### src/rtl/lc3b_types.sv
package lc3b_types;

// Datum, address and register index
typedef logic [15:0] lc3b_word;
typedef logic [2:0] lc3b_reg;

// Full LC-3b opcode map, IR[15:12]
typedef enum logic [3:0] {
	op_br   = 4'b0000,
	op_add  = 4'b0001,
	op_ldb  = 4'b0010,
	op_stb  = 4'b0011,
	op_jsr  = 4'b0100,
	op_and  = 4'b0101,
	op_ldr  = 4'b0110,
	op_str  = 4'b0111,
	op_rti  = 4'b1000,
	op_not  = 4'b1001,
	op_ldi  = 4'b1010,
	op_sti  = 4'b1011,
	op_jmp  = 4'b1100,
	op_shf  = 4'b1101,
	op_lea  = 4'b1110,
	op_trap = 4'b1111
} lc3b_opcode;

typedef enum logic [1:0] {
	alu_add,
	alu_and,
	alu_not,
	alu_pass
} alu_ops;

// ALU operand b
typedef enum logic [1:0] {
	alumux_sr2   = 2'b00,
	alumux_off6w = 2'b01,
	alumux_imm5  = 2'b10,
	alumux_off6b = 2'b11
} alumux_sel_t;

// Writeback source
typedef enum logic [1:0] {
	rfmux_alu = 2'b00,
	rfmux_mem = 2'b01,
	rfmux_lea = 2'b10,
	rfmux_shf = 2'b11
} regfilemux_sel_t;

// Travels with the instruction from decode into execute
typedef struct packed {
	lc3b_opcode opcode;
	alu_ops alu_op;
	alumux_sel_t alumux_sel;
	regfilemux_sel_t regfilemux_sel;
	logic load_regfile;
	logic load_cc;
	logic mem_read;
	logic mem_write;
	logic byte_access;
	logic is_branch;
} lc3b_control_word;

endpackage : lc3b_types

### src/rtl/control_rom.sv
module control_rom (
	input lc3b_types::lc3b_word inst,
	output lc3b_types::lc3b_control_word ctrl
);

	import lc3b_types::*;

	always_comb begin
		// Defaults describe a no-op
		ctrl.opcode = lc3b_opcode'(inst[15:12]);
		ctrl.alu_op = alu_add;
		ctrl.alumux_sel = alumux_sr2;
		ctrl.regfilemux_sel = rfmux_alu;
		ctrl.load_regfile = 1'b0;
		ctrl.load_cc = 1'b0;
		ctrl.mem_read = 1'b0;
		ctrl.mem_write = 1'b0;
		ctrl.byte_access = 1'b0;
		ctrl.is_branch = 1'b0;

		case (lc3b_opcode'(inst[15:12]))
			op_add: begin
				ctrl.alu_op = alu_add;
				ctrl.load_regfile = 1'b1;
				ctrl.load_cc = 1'b1;
				// Immediate form
				if (inst[5])
					ctrl.alumux_sel = alumux_imm5;
			end

			op_and: begin
				ctrl.alu_op = alu_and;
				ctrl.load_regfile = 1'b1;
				ctrl.load_cc = 1'b1;
				if (inst[5])
					ctrl.alumux_sel = alumux_imm5;
			end

			op_not: begin
				ctrl.alu_op = alu_not;
				ctrl.load_regfile = 1'b1;
				ctrl.load_cc = 1'b1;
			end

			op_ldr: begin
				// Address is BaseR + offset6 words
				ctrl.alumux_sel = alumux_off6w;
				ctrl.alu_op = alu_add;
				ctrl.mem_read = 1'b1;
				ctrl.regfilemux_sel = rfmux_mem;
				ctrl.load_regfile = 1'b1;
				ctrl.load_cc = 1'b1;
			end

			op_str: begin
				ctrl.alumux_sel = alumux_off6w;
				ctrl.alu_op = alu_add;
				ctrl.mem_write = 1'b1;
			end

			op_ldb: begin
				// Byte offset, no shift
				ctrl.alumux_sel = alumux_off6b;
				ctrl.alu_op = alu_add;
				ctrl.mem_read = 1'b1;
				ctrl.byte_access = 1'b1;
				ctrl.regfilemux_sel = rfmux_mem;
				ctrl.load_regfile = 1'b1;
				ctrl.load_cc = 1'b1;
			end

			op_stb: begin
				ctrl.alumux_sel = alumux_off6b;
				ctrl.alu_op = alu_add;
				ctrl.mem_write = 1'b1;
				ctrl.byte_access = 1'b1;
			end

			op_br: begin
				// Decision made in execute against cc
				ctrl.is_branch = 1'b1;
			end

			op_shf: begin
				ctrl.regfilemux_sel = rfmux_shf;
				ctrl.load_regfile = 1'b1;
				ctrl.load_cc = 1'b1;
			end

			op_lea: begin
				// PC + offset9 words, from the address adder
				ctrl.regfilemux_sel = rfmux_lea;
				ctrl.load_regfile = 1'b1;
				ctrl.load_cc = 1'b1;
			end

			default: begin
				// JMP, JSR, TRAP, LDI, STI, RTI retire as bubbles
				ctrl = '0;
			end
		endcase
	end

endmodule : control_rom

### src/rtl/fetch_stage.sv
module fetch_stage #(
	parameter lc3b_types::lc3b_word reset_pc = 16'h0000
) (
	input logic clk,
	input logic rst,
	input logic br_taken,
	input lc3b_types::lc3b_word br_target,
	output lc3b_types::lc3b_word imem_addr,
	input lc3b_types::lc3b_word imem_rdata,
	output lc3b_types::lc3b_word ir,
	output lc3b_types::lc3b_word ir_pc,
	output logic ir_valid
);

	import lc3b_types::*;

	// Address of the next word to fetch
	lc3b_word pc;
	lc3b_word pc_next;

	// Taken branch steers this cycle's fetch to the target
	assign imem_addr = br_taken ? br_target : pc;
	assign pc_next = imem_addr + 16'd2;

	always_ff @(posedge clk) begin
		if (rst) begin
			pc <= reset_pc;
			ir_valid <= 1'b0;
		end else begin
			pc <= pc_next;
			ir_valid <= 1'b1;
		end
	end

	// Fetched word and its incremented PC
	always_ff @(posedge clk) begin
		ir <= imem_rdata;
		ir_pc <= pc_next;
	end

endmodule : fetch_stage

### src/rtl/regfile.sv
module regfile (
	input logic clk,
	input logic rst,
	input logic we,
	input lc3b_types::lc3b_reg wdest,
	input lc3b_types::lc3b_word wdata,
	input lc3b_types::lc3b_reg ra,
	input lc3b_types::lc3b_reg rb,
	output lc3b_types::lc3b_word da,
	output lc3b_types::lc3b_word db
);

	import lc3b_types::*;

	lc3b_word regs [8];

	always_ff @(posedge clk) begin
		if (rst) begin
			for (int i = 0; i < 8; i++)
				regs[i] <= '0;
		end else if (we) begin
			regs[wdest] <= wdata;
		end
	end

	// A write in flight is forwarded in decode
	assign da = regs[ra];
	assign db = regs[rb];

endmodule : regfile

### src/rtl/decode_stage.sv
module decode_stage (
	input logic clk,
	input logic rst,
	input lc3b_types::lc3b_word ir,
	input lc3b_types::lc3b_word ir_pc,
	input logic ir_valid,
	input logic br_taken,
	output lc3b_types::lc3b_reg rf_ra,
	output lc3b_types::lc3b_reg rf_rb,
	input lc3b_types::lc3b_word rf_da,
	input lc3b_types::lc3b_word rf_db,
	input logic wb_valid,
	input lc3b_types::lc3b_reg wb_dest,
	input lc3b_types::lc3b_word wb_data,
	output logic ex_valid,
	output lc3b_types::lc3b_control_word ex_ctrl,
	output lc3b_types::lc3b_word ex_pc,
	output lc3b_types::lc3b_word ex_sra,
	output lc3b_types::lc3b_word ex_srb,
	output lc3b_types::lc3b_reg ex_dest,
	output lc3b_types::lc3b_word ex_imm
);

	import lc3b_types::*;

	lc3b_control_word ctrl;
	lc3b_word opa;
	lc3b_word opb;
	lc3b_word imm;

	control_rom rom (
		.inst(ir),
		.ctrl(ctrl)
	);

	// SR1/BaseR always IR[8:6]; stores read their data on port b
	assign rf_ra = ir[8:6];
	assign rf_rb = ctrl.mem_write ? ir[11:9] : ir[2:0];

	// Bypass from the instruction now in execute
	assign opa = (wb_valid && wb_dest == rf_ra) ? wb_data : rf_da;
	assign opb = (wb_valid && wb_dest == rf_rb) ? wb_data : rf_db;

	always_comb begin
		case (ctrl.alumux_sel)
			alumux_off6w: imm = {{9{ir[5]}}, ir[5:0], 1'b0};
			alumux_imm5: imm = {{11{ir[4]}}, ir[4:0]};
			alumux_off6b: imm = {{10{ir[5]}}, ir[5:0]};
			// BR and LEA: offset9 in words
			default: imm = {{6{ir[8]}}, ir[8:0], 1'b0};
		endcase
		// SHF carries A, D and imm4 raw
		if (ctrl.opcode == op_shf)
			imm = {10'b0, ir[5:0]};
	end

	// Squash the slot behind a taken branch
	always_ff @(posedge clk) begin
		if (rst)
			ex_valid <= 1'b0;
		else
			ex_valid <= ir_valid && !br_taken;
	end

	always_ff @(posedge clk) begin
		ex_ctrl <= ctrl;
		ex_pc <= ir_pc;
		ex_sra <= opa;
		ex_srb <= opb;
		// Also the nzp field for BR
		ex_dest <= ir[11:9];
		ex_imm <= imm;
	end

endmodule : decode_stage

### src/rtl/execute_stage.sv
module execute_stage (
	input logic clk,
	input logic rst,
	input logic ex_valid,
	input lc3b_types::lc3b_control_word ex_ctrl,
	input lc3b_types::lc3b_word ex_pc,
	input lc3b_types::lc3b_word ex_sra,
	input lc3b_types::lc3b_word ex_srb,
	input lc3b_types::lc3b_reg ex_dest,
	input lc3b_types::lc3b_word ex_imm,
	output lc3b_types::lc3b_word dmem_addr,
	output logic dmem_read,
	output logic dmem_write,
	output logic [1:0] dmem_byte_en,
	output lc3b_types::lc3b_word dmem_wdata,
	input lc3b_types::lc3b_word dmem_rdata,
	output logic br_taken,
	output lc3b_types::lc3b_word br_target,
	output logic wb_valid,
	output lc3b_types::lc3b_reg wb_dest,
	output lc3b_types::lc3b_word wb_data,
	output logic [2:0] cc
);

	import lc3b_types::*;

	lc3b_word alu_b;
	lc3b_word alu_out;
	lc3b_word shf_out;
	lc3b_word addr_sum;
	lc3b_word load_val;

	assign alu_b = (ex_ctrl.alumux_sel == alumux_sr2) ? ex_srb : ex_imm;

	always_comb begin
		case (ex_ctrl.alu_op)
			alu_add: alu_out = ex_sra + alu_b;
			alu_and: alu_out = ex_sra & alu_b;
			alu_not: alu_out = ~ex_sra;
			default: alu_out = alu_b;
		endcase
	end

	// imm[4] is D, imm[5] is A
	always_comb begin
		if (!ex_imm[4])
			shf_out = ex_sra << ex_imm[3:0];
		else if (!ex_imm[5])
			shf_out = ex_sra >> ex_imm[3:0];
		else
			shf_out = lc3b_word'($signed(ex_sra) >>> ex_imm[3:0]);
	end

	// LEA value and branch target share one adder
	assign addr_sum = ex_pc + ex_imm;
	assign br_target = addr_sum;

	// Word accesses are forced even
	assign dmem_addr = ex_ctrl.byte_access ? alu_out : {alu_out[15:1], 1'b0};
	assign dmem_read = ex_valid && ex_ctrl.mem_read;
	assign dmem_write = ex_valid && ex_ctrl.mem_write;
	assign dmem_wdata = ex_ctrl.byte_access ? {ex_srb[7:0], ex_srb[7:0]} : ex_srb;

	always_comb begin
		if (!ex_ctrl.byte_access)
			dmem_byte_en = 2'b11;
		else if (alu_out[0])
			dmem_byte_en = 2'b10;
		else
			dmem_byte_en = 2'b01;
	end

	// LDB zero-extends the addressed lane
	always_comb begin
		if (!ex_ctrl.byte_access)
			load_val = dmem_rdata;
		else if (alu_out[0])
			load_val = {8'h00, dmem_rdata[15:8]};
		else
			load_val = {8'h00, dmem_rdata[7:0]};
	end

	always_comb begin
		case (ex_ctrl.regfilemux_sel)
			rfmux_mem: wb_data = load_val;
			rfmux_lea: wb_data = addr_sum;
			rfmux_shf: wb_data = shf_out;
			default: wb_data = alu_out;
		endcase
	end

	assign wb_valid = ex_valid && ex_ctrl.load_regfile;
	assign wb_dest = ex_dest;

	// nzp flags, Z out of reset
	always_ff @(posedge clk) begin
		if (rst)
			cc <= 3'b010;
		else if (ex_valid && ex_ctrl.load_cc)
			cc <= {wb_data[15], wb_data == 16'h0000, !wb_data[15] && wb_data != 16'h0000};
	end

	// BR nzp field sits in the dest slot
	assign br_taken = ex_valid && ex_ctrl.is_branch && (ex_dest & cc) != 3'b000;

endmodule : execute_stage

### src/rtl/lc3b_pipeline.sv
module lc3b_pipeline #(
	parameter lc3b_types::lc3b_word reset_pc = 16'h0000
) (
	input logic clk,
	input logic rst,
	output lc3b_types::lc3b_word imem_addr,
	input lc3b_types::lc3b_word imem_rdata,
	output lc3b_types::lc3b_word dmem_addr,
	output logic dmem_read,
	output logic dmem_write,
	output logic [1:0] dmem_byte_en,
	output lc3b_types::lc3b_word dmem_wdata,
	input lc3b_types::lc3b_word dmem_rdata,
	output logic wb_valid,
	output lc3b_types::lc3b_reg wb_dest,
	output lc3b_types::lc3b_word wb_data,
	output logic [2:0] cc
);

	import lc3b_types::*;

	// Fetch to decode
	lc3b_word ir;
	lc3b_word ir_pc;
	logic ir_valid;

	// Register file ports
	lc3b_reg rf_ra;
	lc3b_reg rf_rb;
	lc3b_word rf_da;
	lc3b_word rf_db;

	// Decode to execute
	logic ex_valid;
	lc3b_control_word ex_ctrl;
	lc3b_word ex_pc;
	lc3b_word ex_sra;
	lc3b_word ex_srb;
	lc3b_reg ex_dest;
	lc3b_word ex_imm;

	// Redirect
	logic br_taken;
	lc3b_word br_target;

	fetch_stage #(
		.reset_pc(reset_pc)
	) fetch (
		.clk(clk),
		.rst(rst),
		.br_taken(br_taken),
		.br_target(br_target),
		.imem_addr(imem_addr),
		.imem_rdata(imem_rdata),
		.ir(ir),
		.ir_pc(ir_pc),
		.ir_valid(ir_valid)
	);

	decode_stage decode (
		.clk(clk),
		.rst(rst),
		.ir(ir),
		.ir_pc(ir_pc),
		.ir_valid(ir_valid),
		.br_taken(br_taken),
		.rf_ra(rf_ra),
		.rf_rb(rf_rb),
		.rf_da(rf_da),
		.rf_db(rf_db),
		.wb_valid(wb_valid),
		.wb_dest(wb_dest),
		.wb_data(wb_data),
		.ex_valid(ex_valid),
		.ex_ctrl(ex_ctrl),
		.ex_pc(ex_pc),
		.ex_sra(ex_sra),
		.ex_srb(ex_srb),
		.ex_dest(ex_dest),
		.ex_imm(ex_imm)
	);

	// Written by execute at the end of its cycle
	regfile rf (
		.clk(clk),
		.rst(rst),
		.we(wb_valid),
		.wdest(wb_dest),
		.wdata(wb_data),
		.ra(rf_ra),
		.rb(rf_rb),
		.da(rf_da),
		.db(rf_db)
	);

	execute_stage execute (
		.clk(clk),
		.rst(rst),
		.ex_valid(ex_valid),
		.ex_ctrl(ex_ctrl),
		.ex_pc(ex_pc),
		.ex_sra(ex_sra),
		.ex_srb(ex_srb),
		.ex_dest(ex_dest),
		.ex_imm(ex_imm),
		.dmem_addr(dmem_addr),
		.dmem_read(dmem_read),
		.dmem_write(dmem_write),
		.dmem_byte_en(dmem_byte_en),
		.dmem_wdata(dmem_wdata),
		.dmem_rdata(dmem_rdata),
		.br_taken(br_taken),
		.br_target(br_target),
		.wb_valid(wb_valid),
		.wb_dest(wb_dest),
		.wb_data(wb_data),
		.cc(cc)
	);

endmodule : lc3b_pipeline

### config.mk
export PLATFORM = sky130hd
export DESIGN_NAME = lc3b_pipeline
export DESIGN_NICKNAME = d
export VERILOG_FILES = /design/src/rtl/lc3b_types.sv /design/src/rtl/control_rom.sv /design/src/rtl/fetch_stage.sv /design/src/rtl/regfile.sv /design/src/rtl/decode_stage.sv /design/src/rtl/execute_stage.sv /design/src/rtl/lc3b_pipeline.sv
export SDC_FILE = /design/constraint.sdc
export NUM_CORES = 1
export LEC_CHECK = 0
export ABC_CLOCK_PERIOD_IN_PS = 8100
export BUFFER_PORTS_ARGS = -buffer_cell sky130_fd_sc_hd__buf_2
export CORE_MARGIN = 2
export CORE_UTILIZATION = 30
export DETAILED_ROUTE_END_ITERATION = 10
export PLACE_DENSITY = 0.54
export SLEW_MARGIN = 5
export SYNTH_ARGS = -nofsm -noshare
export SYNTH_HDL_FRONTEND = slang
export SYNTH_HIERARCHICAL = 1
export SYNTH_SLANG_ARGS = --single-unit
### constraint.sdc
create_clock -name clk -period 8.1 [get_ports clk]
set_input_delay 0.405 -clock clk [delete_from_list [all_inputs] [get_ports clk]]
set_output_delay 0.405 -clock clk [all_outputs]
set_load 0.05 [all_outputs]
==> out/metrics.yaml <==
grt_max_degree: 69
status: "complete, no violations"
grt_usage_pct: 19.10
rows: 84
overflow: 0
tightest_slew_ps: 1291
fp.dieW_um: 235.6
root_buffer: "clkbuf_16"
coreArea_sq_um: 52760
syn-cell-area_sq_um: 16090
max_cap_violations: 0
routed_wirelength_um: 54690
critPathMaxFanout: 29
critPathTopFamily: "compound AO/OA/AOI/OAI gates"
clock_sinks: 254
grt_pass1_wl_um: 80670
cp.buffers_inverters: 3
drive_gt1_share_pct: 23.21
cpMaxStageDelayCell: "o22a_1"
drc: 0
place_hpwl_um: 39260
hp-class: "reg2reg"
period_share_pct: 64.65
design_power_total_mw: 4.060
place.gp.congestion: 0.9439
syn_nets: 1503
ios: 109
antenna_left: 0
grt_pass1_vias: 12312
final_hold_viol_count: 0
critical_path.max_stage_delay_ps: 430
clock.fmax_mhz: 190.9
fp.dieH_um: 235.6
crit_arrival_ps: 4830
n_fill_cell: 5366
dieArea_sq_um: 55490
clock_latency_ps: 560
nNetsFinal: 1557
fin_worst_skew_ps: 20.32
clock_tree.buffer_depth: 3
drv_slew: 0
rsz0062_at_grt: "no"
worstPathCellList: "buf_4, inv_1, o21ai_0, ha_1, and2_1, a221o_1, o2111ai_1, a31oi_1, o211a_1, nor3_2, o22a_1, buf_2"
vdd_drop_max_mv: 0.1260
antenna_found_initial: 0
reg2reg_slack_ps: 3390
cts_max_level: 1
port_buffers: 108
synth_cells: 1433
viasPerCell: 5.731
fin_crit_ps: 5237
postCtsSetupRepairBufs: 0
top_layer: "met4"
cp-end-kind: "output port"
wl_met2_um: 25850
relSlewSlack_pct: 13.74
timing.setup.tns_ps: 0
start_util_pct: 30.49
setup-violations-final: 0
p_leak_nw: 6.810
critPathKind: "reg2out"
cts_tree: "yes"
crit_required_ps: 7700
drt_first_pass_iters: 5
area_growth_pct: 11.77
met1_length_um: 23310
start_kind: "register"
cts.clk_slew.worst_paths_ps: 60
yosys_warnings: 6
numCtsBuffers: 29
drt_iter0_drc: 1091
wl_met3_um: 3408
wire_per_inst_um: 24.89
avgSynthCellArea_sq_um: 11.23
num_vias: 12590
power.density_nw_per_um2: 225.8
==> stage by stage <==
step                hold WS (ps)  cells  area [sq um]  worst slack, ps  utilization (%)
global route               332.5   2196         17980             2613            34.07
detailed placement         312.1   2128         16940             3459            32.10
floorplan                  309.6   1433         16090             3316                -
finish                     327.3   2197         17980             2863            34.08
global placement           309.9   2128         16940             3376            32.10
CTS                        326.1   2196         17980             2887            34.07
==> state kept, by name, summed over array words and instances, names as in the netlist, 12 cells and up <==
name,cells
rf/regs,128
decode/ex_pc,16
decode/ex_sra,16
decode/ex_srb,16
fetch/ir,16
fetch/ir_pc,16
fetch/pc,16
decode/ex_ctrl,12
==> layout by cell type, fill, tap and decap left out, drive strengths merged, types with 11 or more instances in the layout <==
cell type	instances
a211oi	19
a21oi	56
a31oi	12
and2	22
and3	12
buf	132
clkbuf	39
clkinv	28
dfxtp	126
dlygate4sd3	16
edfxtp	128
ha	34
inv	37
mux2	115
mux2i	41
mux4	83
nand2	85
nand2b	13
nand3	21
nand4	13
nor2	57
nor2b	13
nor3	148
o211ai	19
o21a	15
o21ai	39
o21bai	11
xnor2	22
==> worst reg2reg max path: cells and delay by family (launching register included) <==
kind                     cells  cell delay [ps]
AND/OR/NAND/NOR              3             1000
flip-flops                   1              300
buffers and inverters        2              720
AO/OA/AOI/OAI                7             2250
adder cells (fa/ha/maj)      1              330
==> power breakdown <==
group          leakage (nW)  switching [mW]  total, mW  internal [mW]
Sequential             2.37          0.0958       1.51           1.42
Clock                 0.438           0.522       1.23          0.707
Combinational          4.01           0.922       1.32          0.397
Total                  6.81            1.54       4.06           2.52
==> worst paths after layout <==
path,depth (start not counted),start,to
worst max register to register,13,decode/ex_imm[3]$_DFF_P_,execute/cc[1]$_SDFFE_PP1P_
worst min-delay path,0,fetch/ir_pc[13]$_DFF_P_,decode/ex_pc[13]$_DFF_P_
worst min register to register,0,fetch/ir_pc[13]$_DFF_P_,decode/ex_pc[13]$_DFF_P_
worst max-delay path,12,decode/ex_imm[3]$_DFF_P_,wb_data[15]
==> timing repair <==
item	4_1_cts	5_1_grt
endpoints found under the hold margin	16	0
hold buffers	16	0
resized for setup	0	0
==> routing by layer <==
layer	GRT usage (%)	vias to the layer above
li1	-	5670
met1	25.20	6285
met2	31.84	525
met3	2.568	110
met4	7.219	0
met5	0	-
==> cell type report <==
cell class                      instances  area [sq um]  area share (%)
Antenna cell                            1         2.502         0.01392
Clock buffer                           39         783.3           4.356
Clock inverter                         13         96.34          0.5358
Inverter                               53         198.9           1.106
Multi-Input combinational cell       1001          8787           48.87
Sequential cell                       254          6370           35.43
Tap cell                              688         860.8           4.788
Timing Repair Buffer                  148         880.8           4.899
(Power assumes the default switching activity.)
